## src/tile_settings.svh

```systemverilog
`ifndef TILE_SETTINGS_SVH
`define TILE_SETTINGS_SVH

// Routing fabric geometry
`define TILE_SIDES 4
`define TILE_TRACKS 4

// Configuration bus
`define CFG_ADDR_W 32
`define CFG_DATA_W 32

// Tile id sits in the low half of the address
`define TILE_ID_W 16

// Convenience width for the flat track buses
`define TILE_ALL_TRACKS (`TILE_SIDES * `TILE_TRACKS)

`endif
```

## src/config_pkg.sv

```systemverilog
`include "tile_settings.svh"

package config_pkg;

	// Feature code, upper half of config_addr
	typedef enum logic [15:0] {
		FEAT_LB  = 16'd4,
		FEAT_CB1 = 16'd5,
		FEAT_CB0 = 16'd6,
		FEAT_SB  = 16'd7
	} feature_e;

	// Address field positions
	localparam int TILE_LSB = 0;
	localparam int TILE_MSB = `TILE_ID_W - 1;
	localparam int FEAT_LSB = `TILE_ID_W;
	localparam int FEAT_MSB = `CFG_ADDR_W - 1;

	// Field positions inside blk_view
	localparam int CB_SEL_LSB = 0; // Connect box select, bits 2:0
	localparam int LB_OP_LSB = 3; // Logic operation, bits 4:3

	// Two decodings of one configuration word.
	// sb_view[s*4+t] is the 2-bit select for output side s, track t.
	// blk_view carries the connect box select and the logic operation.
	typedef union packed {
		logic [`TILE_ALL_TRACKS-1:0][1:0] sb_view;
		logic [`CFG_DATA_W-1:0] blk_view;
	} cfg_word_u;

endpackage

```

## src/fabric_pkg.sv

```systemverilog
package fabric_pkg;

	// Source of a switch box output on side s
	typedef enum logic [1:0] {
		SB_NEXT     = 2'd0, // Side (s+1) mod 4, same track
		SB_OPPOSITE = 2'd1, // Side (s+2) mod 4
		SB_PREV     = 2'd2, // Side (s+3) mod 4
		SB_PE       = 2'd3  // Compute result
	} sb_sel_e;

	// Connect box select, 0-3 incoming tracks, 4-7 switch box tracks
	localparam int CB_SEL_W = 3;

	// Boolean operation of the logic block
	typedef enum logic [1:0] {
		LB_AND  = 2'd0,
		LB_OR   = 2'd1,
		LB_XOR  = 2'd2,
		LB_NAND = 2'd3
	} lb_op_e;

endpackage

```

## src/pe_tile.sv

```systemverilog
`include "tile_settings.svh"

module pe_tile (
	input  logic clk,
	input  logic arst_n,
	input  logic [`CFG_ADDR_W-1:0] config_addr,
	input  logic [`CFG_DATA_W-1:0] config_data,
	input  logic [`TILE_ID_W-1:0] tile_id,
	input  logic [`TILE_ALL_TRACKS-1:0] in_tracks,
	output logic [`TILE_ALL_TRACKS-1:0] out_tracks,
	output logic pe_out
);

	localparam int TRACKS = `TILE_TRACKS;

	logic [`CFG_DATA_W-1:0] sb_cfg;
	logic [fabric_pkg::CB_SEL_W-1:0] cb0_sel;
	logic [fabric_pkg::CB_SEL_W-1:0] cb1_sel;
	fabric_pkg::lb_op_e lb_op;
	logic op_a;
	logic op_b;

	config_store u_cfg (
		.clk         (clk),
		.arst_n      (arst_n),
		.config_addr (config_addr),
		.config_data (config_pkg::cfg_word_u'(config_data)),
		.tile_id     (tile_id),
		.sb_cfg      (sb_cfg),
		.cb0_sel     (cb0_sel),
		.cb1_sel     (cb1_sel),
		.lb_op       (lb_op)
	);

	switch_box u_sb (
		.in_tracks  (in_tracks),
		.pe_out     (pe_out),
		.sb_cfg     (sb_cfg),
		.out_tracks (out_tracks)
	);

	// Operand A from side 0
	connect_box u_cb0 (
		.side_in (in_tracks[0*TRACKS +: TRACKS]),
		.side_sb (out_tracks[0*TRACKS +: TRACKS]),
		.sel     (cb0_sel),
		.operand (op_a)
	);

	// Operand B from side 1
	connect_box u_cb1 (
		.side_in (in_tracks[1*TRACKS +: TRACKS]),
		.side_sb (out_tracks[1*TRACKS +: TRACKS]),
		.sel     (cb1_sel),
		.operand (op_b)
	);

	logic_block u_lb (
		.clk    (clk),
		.arst_n (arst_n),
		.op_a   (op_a),
		.op_b   (op_b),
		.lb_op  (lb_op),
		.pe_out (pe_out)
	);

endmodule

```

## src/logic_block.sv

```systemverilog
module logic_block (
	input  logic clk,
	input  logic arst_n,
	input  logic op_a,
	input  logic op_b,
	input  fabric_pkg::lb_op_e lb_op,
	output logic pe_out
);

	logic result;

	always_comb begin
		case (lb_op)
			fabric_pkg::LB_AND:  result = op_a & op_b;
			fabric_pkg::LB_OR:   result = op_a | op_b;
			fabric_pkg::LB_XOR:  result = op_a ^ op_b;
			default:             result = ~(op_a & op_b); // NAND
		endcase
	end

	// Registered output also breaks the loop through the switch box
	always_ff @(posedge clk or negedge arst_n) begin
		if (!arst_n) begin
			pe_out <= 1'b0;
		end else begin
			pe_out <= result;
		end
	end

endmodule

```

## src/connect_box.sv

```systemverilog
`include "tile_settings.svh"

module connect_box (
	input  logic [`TILE_TRACKS-1:0] side_in,
	input  logic [`TILE_TRACKS-1:0] side_sb,
	input  logic [fabric_pkg::CB_SEL_W-1:0] sel,
	output logic operand
);

	// Low selects pick incoming tracks, high selects the switch box side
	always_comb begin
		case (sel)
			3'd0: operand = side_in[0];
			3'd1: operand = side_in[1];
			3'd2: operand = side_in[2];
			3'd3: operand = side_in[3];
			3'd4: operand = side_sb[0];
			3'd5: operand = side_sb[1];
			3'd6: operand = side_sb[2];
			default: operand = side_sb[3];
		endcase
	end

endmodule

```

## src/switch_box.sv

```systemverilog
`include "tile_settings.svh"

module switch_box (
	input  logic [`TILE_ALL_TRACKS-1:0] in_tracks,
	input  logic pe_out,
	input  logic [`CFG_DATA_W-1:0] sb_cfg,
	output logic [`TILE_ALL_TRACKS-1:0] out_tracks
);

	localparam int SIDES = `TILE_SIDES;
	localparam int TRACKS = `TILE_TRACKS;

	// One 4-to-1 mux per output track
	for (genvar s = 0; s < SIDES; s++) begin : g_side
		for (genvar t = 0; t < TRACKS; t++) begin : g_track
			localparam int IDX = s * TRACKS + t;
			localparam int NEXT_IDX = ((s + 1) % SIDES) * TRACKS + t;
			localparam int OPP_IDX = ((s + 2) % SIDES) * TRACKS + t;
			localparam int PREV_IDX = ((s + 3) % SIDES) * TRACKS + t;

			fabric_pkg::sb_sel_e sel;
			logic routed;

			assign sel = fabric_pkg::sb_sel_e'(sb_cfg[2*IDX +: 2]);

			always_comb begin
				case (sel)
					fabric_pkg::SB_NEXT:     routed = in_tracks[NEXT_IDX];
					fabric_pkg::SB_OPPOSITE: routed = in_tracks[OPP_IDX];
					fabric_pkg::SB_PREV:     routed = in_tracks[PREV_IDX];
					default:                 routed = pe_out; // Compute result injected
				endcase
			end

			assign out_tracks[IDX] = routed;
		end
	end

endmodule

```

## src/config_store.sv

```systemverilog
`include "tile_settings.svh"

module config_store (
	input  logic clk,
	input  logic arst_n,
	input  logic [`CFG_ADDR_W-1:0] config_addr,
	input  config_pkg::cfg_word_u config_data,
	input  logic [`TILE_ID_W-1:0] tile_id,
	output logic [`CFG_DATA_W-1:0] sb_cfg,
	output logic [fabric_pkg::CB_SEL_W-1:0] cb0_sel,
	output logic [fabric_pkg::CB_SEL_W-1:0] cb1_sel,
	output fabric_pkg::lb_op_e lb_op
);

	logic tile_hit;
	config_pkg::feature_e feature;
	logic wr_sb;
	logic wr_cb0;
	logic wr_cb1;
	logic wr_lb;

	// Tile id check is shared by every feature
	assign tile_hit = (config_addr[config_pkg::TILE_MSB:config_pkg::TILE_LSB] == tile_id);
	assign feature = config_pkg::feature_e'(
		config_addr[config_pkg::FEAT_MSB:config_pkg::FEAT_LSB]);

	always_comb begin
		wr_sb = 1'b0;
		wr_cb0 = 1'b0;
		wr_cb1 = 1'b0;
		wr_lb = 1'b0;
		if (tile_hit) begin
			case (feature)
				config_pkg::FEAT_SB:  wr_sb = 1'b1;
				config_pkg::FEAT_CB0: wr_cb0 = 1'b1;
				config_pkg::FEAT_CB1: wr_cb1 = 1'b1;
				config_pkg::FEAT_LB:  wr_lb = 1'b1;
				default: ; // Unknown feature, write dropped
			endcase
		end
	end

	// Switch box takes the full word
	always_ff @(posedge clk or negedge arst_n) begin
		if (!arst_n) begin
			sb_cfg <= '0;
		end else if (wr_sb) begin
			sb_cfg <= config_data.sb_view;
		end
	end

	always_ff @(posedge clk or negedge arst_n) begin
		if (!arst_n) begin
			cb0_sel <= '0;
			cb1_sel <= '0;
		end else begin
			if (wr_cb0)
				cb0_sel <= config_data.blk_view[config_pkg::CB_SEL_LSB +: fabric_pkg::CB_SEL_W];
			if (wr_cb1)
				cb1_sel <= config_data.blk_view[config_pkg::CB_SEL_LSB +: fabric_pkg::CB_SEL_W];
		end
	end

	always_ff @(posedge clk or negedge arst_n) begin
		if (!arst_n) begin
			lb_op <= fabric_pkg::LB_AND;
		end else if (wr_lb) begin
			lb_op <= fabric_pkg::lb_op_e'(config_data.blk_view[config_pkg::LB_OP_LSB +: 2]);
		end
	end

endmodule

```

## config.mk

```make
export PLATFORM = sky130hd
export DESIGN_NAME = pe_tile
export DESIGN_NICKNAME = d
export VERILOG_FILES = /design/src/config_pkg.sv /design/src/fabric_pkg.sv /design/src/pe_tile.sv /design/src/logic_block.sv /design/src/connect_box.sv /design/src/switch_box.sv /design/src/config_store.sv
export VERILOG_INCLUDE_DIRS = /design/src
export SDC_FILE = /design/constraint.sdc
export NUM_CORES = 1
export LEC_CHECK = 0
export BUFFER_PORTS_ARGS = -buffer_cell sky130_fd_sc_hd__buf_4
export CORE_MARGIN = 2
export CORE_UTILIZATION = 44
export CTS_BUF_LIST = sky130_fd_sc_hd__clkbuf_4 sky130_fd_sc_hd__clkbuf_8
export DETAILED_ROUTE_END_ITERATION = 6
export MAX_ROUTING_LAYER = met4
export PLACE_DENSITY = 0.78
export SETUP_SLACK_MARGIN = 0.4
export SYNTH_ARGS = -nofsm -noshare
export SYNTH_HDL_FRONTEND = slang
export SYNTH_SLANG_ARGS = --single-unit
```

## constraint.sdc

```tcl
create_clock -name clk -period 2.2 [get_ports clk]
set_clock_uncertainty 0.1 [all_clocks]
set_input_delay 0.11 -clock clk [delete_from_list [all_inputs] [get_ports clk]]
set_output_delay 0.11 -clock clk [all_outputs]
set_load 0.02 [all_outputs]
```

==> reports/summary.txt, run 1 <==
Root Buffer - clkbuf_8
H-tree Lvls - 2
Remaining Overflow, GRT - 0
VDD IR max - 365 uV
slack of the critical path - -0.302 ns
Die Wd - 80.6 um
ANT cells - 0
violated checks - negative setup slack
layout cell share with drive strength beyond 1 - 0.654
Max-slew headroom - 0.652
Req. time, crit path - 2.28 ns
vias - 2003
Hold/Removal Path Class - in2reg
I/O Buffers - 114
Max Freq - 400 MHz
Initial Util - 0.463
EDFF count, synth - 0
crit-path cells - buf_4 > mux4_2 > mux2_4 > a311oi_2 > buf_4 > ha_1 > a211oi_2 > a21oi_2
IO Count - 115
Yosys warnings - 0
global-route wire length before repair - 10400 um
post-synthesis sequential area ratio - 0.398
Least-Margin Pin Slew - 0.522 ns
CTS tree - built
All-Layer GR Usage - 0.219
routed len/inst - 16.8 um
Post-Synthesis Cells - 169
Synthesized Nets - 269
clock sink total - 41
number of global-route vias before repair - 2143
Arr. time, crit path - 2.58 ns
top cells by count, synth - 41 x dfrtp_1, 30 x mux2_4, 18 x mux4_2
Largest stage delay, worst path - 0.48 ns
total of max-cap violations - 0
post-route setup TNS - -0.302 ns
# DRC - 0
fin crit period - 2.50 ns
die height - 80.6 um
Slew Limit Fails - 0
total core area - 0.00557 mm2
Largest delay share family, worst path - multiplexers
status - finished, violations left
cell leakage power - 0.00198 uW
final cycle utilization of the critical path - 1.14
first-pass detailed-route iteration total - 4
Layout Nets - 420
final hold viol count - 0
vias per cell - 5.10
CTS Buf Count - 5
R2R Path Start - u_lb.pe_out$_DFF_PN0_
initial antenna violation count - 0
Yosys reg bits - 41
Power Total - 1850 uW
die area - 0.00649 mm2
largest net degree at the start of global routing - 42
crit path capture type - register
largest area contributor in the netlist - dfrtp_1
post-DP HPWL - 4830 um
Sw Pwr - 403 uW
WP buf/inv - 2
Avg Inst Size Synth - 15.3 um2
post-synth top area share - 0.398
GPL Wtd Cong - 0.922
DRT iter0 DRCs - 71
std cell rows - 27
Clock Power Share - 0.388
P_int - 1450 uW
later-pin clock latency in the skew report - 0.30 ns
ranking of synthesized cells by area - dfrtp_1 40%, mux2_4 17%, mux4_2 16%, xnor2_1 5.4%, mux2_2 5.2%
P per Cell Area - 458 mW/mm2
Hold Startpoint - config_addr[17]
sw frac - 0.218
Async SR Flop Fraction - 1.00
Top FF cell, synth - dfrtp_1
Synth Cell Area - 0.00258 mm2
Cell variety after synth - 28
CP most frequent cell - buf_4
worst-path maximum fanout - 4
clock-pin transition on the worst setup and hold timing paths - 0.08 ns
Flop pwr share - 0.408
slowest CP cell - mux4_2
RSZ-0062 raised after global routing - true
final wirelength - 6600 um
critical path launch point - u_lb.pe_out$_DFF_PN0_
WHS - 0.184 ns
Combinational Power Share - 0.204
# setup viols final - 1
CP Class - reg2reg
Worst Setup Start Kind - register
clk buf depth - 2
count leader, synth - dfrtp_1
area delta synth->final - 56.8%
post-route ant nets - 0
-- layout by cell type, fill, tap and decap left out, types with 5 or more instances in the layout --
cell type,instances
mux2_2,11
nand4_1,5
xnor2_1,16
buf_6,12
dfrtp_1,40
mux2_4,31
clkbuf_8,5
buf_4,118
dlygate4sd3_1,33
mux4_2,18
-- cell families after synthesis --
group | synth area share
fa+ha+maj | 0.00970
buf+inv | 0.0626
simple gates | 0.0606
flops | 0.398
mux | 0.400
xor+xnor | 0.0543
compound gates | 0.0155
-- per-layer routing --
metal	vias to the layer above	global-route usage	wire, um
met4	0	0.0508	64
met5	-	-	0
li1	926	-	-
met3	8	0.0348	319
met1	1001	0.252	2570
met2	68	0.401	3640
-- worst register-to-register path, stage by stage (launching register included) --
cell      delay [ns]
dfrtp_2         0.44
buf_4           0.15
mux4_2          0.48
mux2_4          0.29
a311oi_2        0.24
buf_4           0.16
ha_1            0.23
a211oi_2        0.24
a21oi_2         0.06
-- flip-flops by register name, summed over array words and instances, names as in the netlist --
signal and flops:
u_cfg.lb_op 2, u_cfg.sb_cfg 32, u_cfg.cb0_sel 3, u_cfg.cb1_sel 3, u_lb.pe_out 1
-- metrics by stage --
step | setup WS [ns] | utilization | cells | area (um2)
2_1_floorplan | -0.0399 | - | 169 | 2590
3_3_place_gp | -0.0804 | 0.621 | 345 | 3460
3_5_place_dp | -0.216 | 0.621 | 345 | 3460
4_1_cts | -0.218 | 0.713 | 388 | 3980
5_1_grt | -0.404 | 0.726 | 393 | 4050
6_report | -0.302 | 0.726 | 393 | 4050
-- what timing repair did --
item                       in CTS  in global routing
setup endpoints to repair      12                 14
hold buffers                   33                  0
hold endpoints to repair       81                  0
pin swaps                       0                  4
buffers inserted                2                  5
resized for setup               9                 11
-- final cells by class --
class                           count  area [um2]
Timing Repair Buffer              164        1370
Sequential cell                    41        1030
Fill cell                         368        1530
Inverter                            1        3.75
Tap cell                           72        90.1
Clock buffer                        5        68.8
Clock inverter                      3        65.1
Multi-Input combinational cell    107        1420
-- path summary, 6_finish.rpt --
check,to,depth (start not counted),slack (ns)
setup / recovery,u_lb.pe_out$_DFF_PN0_,8,-0.30
hold / removal,u_cfg.lb_op[0]$_DFFE_PN0P_,3,0.18
setup reg to reg,u_lb.pe_out$_DFF_PN0_,8,-0.30
hold reg to reg,u_cfg.sb_cfg[15]$_DFFE_PN0P_,1,0.43
max in group asynchronous,u_lb.pe_out$_DFF_PN0_,2,1.39
min in group asynchronous,u_cfg.cb1_sel[2]$_DFFE_PN0P_,2,0.23
-- power by group through the flow --
stage | sequential [uW] | combinational [uW] | clock, uW
3_3_place_gp | 771 | 301 | 0
5_1_grt | 755 | 405 | 764
4_1_cts | 757 | 366 | 731
6_report | 755 | 378 | 719
3_5_place_dp | 772 | 307 | 0
2_1_floorplan | 772 | 115 | 0
Note: power is estimated with default switching activity, not from simulation.
==> inputs of run 2 (changes only) <==
--- a/config.mk
+++ b/config.mk
@@ -8,11 +8,11 @@
 export LEC_CHECK = 0
 export BUFFER_PORTS_ARGS = -buffer_cell sky130_fd_sc_hd__buf_4
 export CORE_MARGIN = 2
-export CORE_UTILIZATION = 44
+export CORE_UTILIZATION = 50
 export CTS_BUF_LIST = sky130_fd_sc_hd__clkbuf_4 sky130_fd_sc_hd__clkbuf_8
 export DETAILED_ROUTE_END_ITERATION = 6
 export MAX_ROUTING_LAYER = met4
-export PLACE_DENSITY = 0.78
+export PLACE_DENSITY = 0.84
 export SETUP_SLACK_MARGIN = 0.4
 export SYNTH_ARGS = -nofsm -noshare
 export SYNTH_HDL_FRONTEND = slang
==> constraint.sdc (replaced) <==
create_clock -name clk -period 3 [get_ports clk]
set_clock_uncertainty 0.1 [all_clocks]
set_input_delay 0.75 -clock clk [delete_from_list [all_inputs] [get_ports clk]]
set_output_delay 0.75 -clock clk [all_outputs]
set_load 0.02 [all_outputs]
==> run 2 against run 1 <==
The run now ends clean. Worst hold slack better by 0.13 ns. Count of clock-buffer cells in the layout is 1 higher. Via count is 8.5% lower. Combinational power is 43% lower. Setup slack better by 0.78 ns. Cell count is 12% lower. Sequential share of layout area is 4.2 points higher. Flip-flop and latch count stayed put. Critical path depth is 5 lower. Non-clock buffer count is 47 lower. Critical path type is now reg2out. Largest cell class unchanged.
==> reports/summary.txt, run 2 (synthesized netlist as in run 1, its figures left out) <==
Largest delay share family, worst path - flip-flops
VDD IR max - 249 uV (-32%)
global-route wire length before repair - 8750 um (-16%)
Hold Buf Count CTS - 0 (-100%)
total of max-cap violations - 0 (unchanged)
routed len/inst - 16.7 um (-0.52%)
Die Wd - 75.8 um (-5.9%)
initial antenna violation count - 0 (unchanged)
H-tree Lvls - 2 (unchanged)
RSZ-0062 raised after global routing - true
ANT cells - 0 (unchanged)
RR Endpoint - u_lb.pe_out$_DFF_PN0_
final wirelength - 5750 um (-13%)
Arr. time, crit path - 1.67 ns (-0.91 ns)
Largest stage delay, worst path - 0.51 ns (+0.03 ns)
status - completed
number of global-route vias before repair - 1856 (-13%)
later-pin clock latency in the skew report - 0.30 ns (about the same)
commonest non-fill, non-tap cell in the layout - buf_4
Remaining Overflow, GRT - 0 (unchanged)
clock-pin transition on the worst setup and hold timing paths - 0.08 ns (about the same)
Max Freq - 397 MHz
crit path capture type - primary output
Slew Limit Fails - 0 (unchanged)
clk buf depth - 2 (unchanged)
reg2reg setup slack - 0.51 ns (+0.81 ns)
top flop regs - u_cfg.sb_cfg: 32 flops, u_cfg.cb0_sel: 3 flops, u_cfg.cb1_sel: 3 flops
Largest register FFs - 32 (unchanged)
IO Count - 115 (unchanged)
Max-slew headroom - 0.613 (-0.0396)
layout cell share with drive strength beyond 1 - 0.697 (+0.0429)
post-route ant nets - 0 (unchanged)
Root Buffer - clkbuf_8
first-pass detailed-route iteration total - 4 (unchanged)
Hold/Removal Path Class - in2async
most flop-heavy register - u_cfg.sb_cfg
die height - 75.8 um (-5.9%)
WP buf/inv - 2 (unchanged)
R2R Path Start - u_lb.pe_out$_DFF_PN0_
largest net degree at the start of global routing - 42 (unchanged)
clock sink total - 41 (unchanged)
Least-Margin Pin Slew - 0.581 ns (+0.0594 ns)
slowest CP cell - dfrtp_2
Worst path depth - 3 (-5)
final hold viol count - 0 (unchanged)
CP Class - reg2out
DRT iter0 DRCs - 65 (-8.5%)
cell leakage power - 0.00172 uW (-13%)
commonest cells after routing, fill and taps aside - 117 x buf_4, 40 x dfrtp_1, 30 x mux2_4
fin crit period - 2.52 ns
GPL Wtd Cong - 0.777 (-16%)
Layout Nets - 373 (-11%)
# DRC - 0 (unchanged)
Worst Setup Start Kind - register
worst-path maximum fanout - 14 (+10)
post-route setup TNS - 0 ns (+0.302 ns)
Non-Filler Instances - 344 (-12%)
Initial Util - 0.512 (+0.0488)
# setup viols final - 0 (-1)
I/O Buffers - 114 (unchanged)
Cells after DPL - 334 (-3.2%)
reg2reg path depth - 8 (unchanged)
final cycle utilization of the critical path - 0.840
area delta synth->final - 34.7%
CTS tree - built
total core area - 0.00504 mm2 (-9.5%)
std cell rows - 26 (-3.7%)
post-DP HPWL - 4520 um (-6.5%)
die area - 0.00575 mm2 (-11%)
P per Cell Area - 325 mW/mm2 (-29%)
CTS Buf Count - 5 (unchanged)
CP most frequent cell - buf_4
Req. time, crit path - 2.15 ns (-0.13 ns)
vias - 1833 (-8.5%)
crit-path cells - buf_4 > mux4_2 > buf_4
vias per cell - 5.33 (+4.5%)
All-Layer GR Usage - 0.215 (-0.00446)
-- run 2: per-layer routing --
metal,global-route usage,share of wire,vias up,wire [um]
li1,-,-,836,-
met1,0.258,0.40,931,2310
met2,0.349,0.53,54,3080
met3,0.0608,0.043,12,247
met4,0.0702,0.019,0,112
met5,-,0,-,0
-- run 2: how the worst max path moves through the flow --
stage,from,endpoint
final,u_lb.pe_out$_DFF_PN0_,out_tracks[5]
after global routing,u_lb.pe_out$_DFF_PN0_,u_lb.pe_out$_DFF_PN0_
after CTS,u_lb.pe_out$_DFF_PN0_,u_lb.pe_out$_DFF_PN0_
after detailed placement,in_tracks[7],u_lb.pe_out$_DFF_PN0_
after global placement,in_tracks[7],u_lb.pe_out$_DFF_PN0_
after floorplan,in_tracks[11],u_lb.pe_out$_DFF_PN0_
-- run 2: stage by stage --
step / instance area [um2] / power (uW) / hold slack [ns] / utilization / setup WS, ns
2_1_floorplan: 2580 / 650 / 0.337 / - / 0.456
3_3_place_gp: 3370 / 778 / 0.357 / 0.669 / 0.268
3_5_place_dp: 3370 / 783 / 0.377 / 0.669 / 0.192
4_1_cts: 3460 / 1140 / 0.332 / 0.686 / 0.403
5_1_grt: 3480 / 1190 / 0.343 / 0.689 / 0.385
6_report: 3480 / 1130 / 0.315 / 0.689 / 0.481
-- run 2: repair_timing --
action	in CTS	in global routing
endpoints found under the setup margin	0	1
buffers inserted	0	2
resized for setup	0	1
-- run 2: layout make-up --
class,count,area (um2)
tap,70,87.6
fill,376,1570
multi-input combinational,107,1390
inverter,1,3.75
clock inverter,2,10.0
timing repair buffer,117,878
clock buffer,6,76.3
sequential,41,1030
-- run 2: power breakdown --
part | leakage, uW | switching [uW] | internal (uW)
logic | 0.00110 | 81.7 | 135
clock network | 0.0000484 | 188 | 170
registers | 0.000571 | 2.72 | 553
==> inputs of run 3 (changes only) <==
--- a/config.mk
+++ b/config.mk
@@ -6,13 +6,14 @@
 export SDC_FILE = /design/constraint.sdc
 export NUM_CORES = 1
 export LEC_CHECK = 0
+export ABC_AREA = 1
 export BUFFER_PORTS_ARGS = -buffer_cell sky130_fd_sc_hd__buf_4
 export CORE_MARGIN = 2
-export CORE_UTILIZATION = 50
+export CORE_UTILIZATION = 47
 export CTS_BUF_LIST = sky130_fd_sc_hd__clkbuf_4 sky130_fd_sc_hd__clkbuf_8
 export DETAILED_ROUTE_END_ITERATION = 6
 export MAX_ROUTING_LAYER = met4
-export PLACE_DENSITY = 0.84
+export PLACE_DENSITY = 0.8
 export SETUP_SLACK_MARGIN = 0.4
 export SYNTH_ARGS = -nofsm -noshare
 export SYNTH_HDL_FRONTEND = slang
==> constraint.sdc (replaced) <==
create_clock -name clk -period 2.2 [get_ports clk]
set_clock_uncertainty 0.1 [all_clocks]
set_input_delay 0.55 -clock clk [delete_from_list [all_inputs] [get_ports clk]]
set_output_delay 0.55 -clock clk [all_outputs]
set_load 0.02 [all_outputs]
==> run 3 against run 2 <==
Count of clock-buffer cells in the layout unchanged. Sequential power up 36%. Sequential share of layout area down 5.7 points. Largest power group unchanged.
==> reports/summary.txt, run 3 <==
status - completed
vias - 3654 (+99%)
Largest stage delay, worst path - 0.52 ns (about the same)
Yosys warnings - 0 (unchanged)
GPL Wtd Cong - 0.869 (+12%)
ranking of synthesized cells by area - dfrtp_1 33%, nand2_1 20%, nand4_1 9.0%, inv_1 7.6%, nor2_1 6.0%
RR Endpoint - u_lb.pe_out$_DFF_PN0_
commonest cells after routing, fill and taps aside - 155 x nand2_1, 129 x buf_4, 57 x inv_1
VDD IR max - 271 uV (+8.6%)
Remaining Overflow, GRT - 0 (unchanged)
Die Wd - 85.6 um (+13%)
CTS tree - built
first-pass detailed-route iteration total - 5 (+1)
Hold Buf Count CTS - 0 (unchanged)
largest net degree at the start of global routing - 42 (unchanged)
IO Count - 115 (unchanged)
fin crit period - 2.04 ns
Top FF cell, synth - dfrtp_1
met1 Track Usage GR - 0.297 (+0.0387)
commonest non-fill, non-tap cell in the layout - nand2_1
EDFF count, synth - 0 (unchanged)
clk buf depth - 2 (unchanged)
post-synth top area share - 0.328 (-0.0697)
Initial Util - 0.490 (-0.0219)
P per Cell Area - 369 mW/mm2 (+13%)
total of max-cap violations - 0 (unchanged)
top cells by count, synth - 168 x nand2_1, 63 x inv_1, 50 x nor2_1
fillers - 560 (+49%)
multi-input logic area - 0.00182 mm2 (+31%)
die height - 85.6 um (+13%)
CP Class - reg2reg
Slew Limit Fails - 0 (unchanged)
reg2reg setup slack - 0.16 ns (-0.35 ns)
initial antenna violation count - 0 (unchanged)
die area - 0.00732 mm2 (+27%)
crit path capture type - register
top flop regs - u_cfg.sb_cfg: 32 flops, u_cfg.cb0_sel: 3 flops, u_cfg.cb1_sel: 3 flops
Post-Synthesis Cells - 494 (+190%)
Largest register FFs - 32 (unchanged)
Cell variety after synth - 23 (-18%)
# DRC - 0 (unchanged)
CTS Buf Count - 5 (unchanged)
ANT cells - 0 (unchanged)
DRT iter0 DRCs - 254 (+290%)
Layout Nets - 703 (+88%)
I/O Buffers - 114 (unchanged)
largest area contributor in the netlist - dfrtp_1
std cell rows - 29 (+12%)
clock-pin transition on the worst setup and hold timing paths - 0.08 ns (about the same)
later-pin clock latency in the skew report - 0.30 ns (about the same)
number of global-route vias before repair - 3540 (+91%)
total core area - 0.00639 mm2 (+27%)
Synth Cell Area - 0.00313 mm2 (+21%)
global-route wire length before repair - 15200 um (+74%)
post-route setup TNS - 0 ns (unchanged)
count leader, synth - nand2_1
final hold viol count - 0 (unchanged)
R2R Path Start - u_lb.pe_out$_DFF_PN0_
Largest delay share family, worst path - simple AND/OR/NAND/NOR gates
H-tree Lvls - 2 (unchanged)
final core occ - 0.681 (-0.00869)
routed len/inst - 13.7 um (-18%)
area delta synth->final - 39.0%
post-route ant nets - 0 (unchanged)
Worst Setup Start Kind - register
Max-slew headroom - 0.654 (+0.0409)
worst-path maximum fanout - 8 (-6)
Max Freq - 490 MHz
slowest CP cell - dfrtp_4
final wirelength - 9320 um (+62%)
Hold/Removal Path Class - in2async
RSZ-0062 raised after global routing - true
vias per cell - 5.37 (+0.85%)
Seq. cell area - 0.00104 mm2 (+0.85%)
Root Buffer - clkbuf_8
Synthesized Nets - 594 (+120%)
clock sink total - 41 (unchanged)
GR Util met2 - 0.457 (+0.108)
final cycle utilization of the critical path - 0.927
# setup viols final - 0 (unchanged)
WP buf/inv - 2 (unchanged)
Avg Inst Size Synth - 6.33 um2 (-59%)
cell leakage power - 0.00234 uW (+36%)
most flop-heavy register - u_cfg.sb_cfg
Arr. time, crit path - 2.13 ns (+0.46 ns)
reg2reg path depth - 12 (+4)
Least-Margin Pin Slew - 0.520 ns (-0.0613 ns)
post-synthesis sequential area ratio - 0.328 (-0.0697)
M3 GR Usage - 0.0481 (-0.0127)
Yosys reg bits - 41 (unchanged)
Req. time, crit path - 2.29 ns (+0.14 ns)
Async SR Flop Fraction - 1.00 (unchanged)
CP most frequent cell - nand2_1
GR peak layer - met2
All-Layer GR Usage - 0.264 (+0.0495)
post-DP HPWL - 6940 um (+54%)
layout cell share with drive strength beyond 1 - 0.327 (-0.370)
Worst path depth - 12 (+9)
crit-path cells - buf_12 > nand3_1 > nand4_1 > buf_4 > nand2_1 > nand2_1 > nor2_2 > nand3_2 > ha_4 > nand2_1 > nand3_2 > o31ai_2
## run 3: cell count changes after synthesis, sizes merged, moves of 12 or more
cell / previous run / this run
nand2: 1 / 168
o21ai: 1 / 16
nor2: 3 / 53
mux4: 18 / 0
mux2: 42 / 0
a21oi: 1 / 13
buf: 19 / 33
nand3: 0 / 38
nand4: 6 / 45
xnor2: 16 / 0
inv: 1 / 63
## run 3: timing repair
action / 4_1_cts / 5_1_grt
hold endpoints to repair: 0 / 0
pin swaps: 12 / 13
setup endpoints to repair: 18 / 51
gates cloned: 0 / 0
setup buffers: 10 / 3
resized for setup: 25 / 41
## run 3: cell families (layout without fill, tap and decap cells)
| family | Yosys count | in the layout | share of synthesized area |
|---|---|---|---|
| AOI/OAI and AO/OA | 41 | 41 | 0.0752 |
| xor gates and xnor gates | 4 | 4 | 0.0112 |
| adders and majority gates | 2 | 2 | 0.00800 |
| buffers and inverters | 97 | 206 | 0.142 |
| DFF | 41 | 41 | 0.328 |
| muxes | 1 | 1 | 0.00320 |
| and+or+nand+nor | 308 | 308 | 0.432 |
## run 3: area by class of cell
| cell class | count | area share |
|---|---|---|
| inverter | 63 | 0.0544 |
| clock buffer | 6 | 0.0176 |
| tap | 77 | 0.0222 |
| multi-input combinational | 356 | 0.419 |
| timing repair buffer | 136 | 0.247 |
| clock inverter | 1 | 0.00115 |
| sequential | 41 | 0.238 |
## run 3: per-stage QoR
step           cell area, um2  power, uW  worst slack (ns)  hold WS [ns]  instances
5_1_grt                  4350       1670             0.103         0.163        680
3_5_place_dp             3950       1100             0.158         0.386        660
6_report                 4350       1600             0.160         0.117        680
2_1_floorplan            3130        903             0.432         0.154        494
4_1_cts                  4200       1590             0.207         0.144        677
3_3_place_gp             3950       1090             0.251         0.373        660
## run 3: worst max-delay path by stage
stage / from / to / slack (ns)
2_1_floorplan: u_lb.pe_out$_DFF_PN0_ / u_lb.pe_out$_DFF_PN0_ / 0.43
3_3_place_gp: in_tracks[7] / u_lb.pe_out$_DFF_PN0_ / 0.25
3_5_place_dp: in_tracks[7] / u_lb.pe_out$_DFF_PN0_ / 0.16
4_1_cts: u_lb.pe_out$_DFF_PN0_ / out_tracks[4] / 0.21
5_1_grt: u_lb.pe_out$_DFF_PN0_ / u_lb.pe_out$_DFF_PN0_ / 0.10
6_report: u_lb.pe_out$_DFF_PN0_ / u_lb.pe_out$_DFF_PN0_ / 0.16
## run 3: per-layer routing
layer | share of wire | vias up | routed length (um)
li1 | - | 1799 | -
met1 | 0.40 | 1657 | 3730
met2 | 0.51 | 169 | 4730
met3 | 0.068 | 29 | 631
met4 | 0.025 | 0 | 237
met5 | 0 | - | 0
## run 3: power breakdown
group          switching [uW]  total (uW)  internal (uW)
combinational             171         365            193
sequential               2.22         757            755
clock                     253         481            228
total                     426        1600           1180
## run 3: worst register-to-register path, stage by stage (launching register included)
cell	delay (ns)
dfrtp_4	0.52
buf_12	0.17
nand3_1	0.07
nand4_1	0.11
buf_4	0.16
nand2_1	0.06
nand2_1	0.08
nor2_2	0.14
nand3_2	0.10
ha_4	0.18
nand2_1	0.08
nand3_2	0.08
o31ai_2	0.08
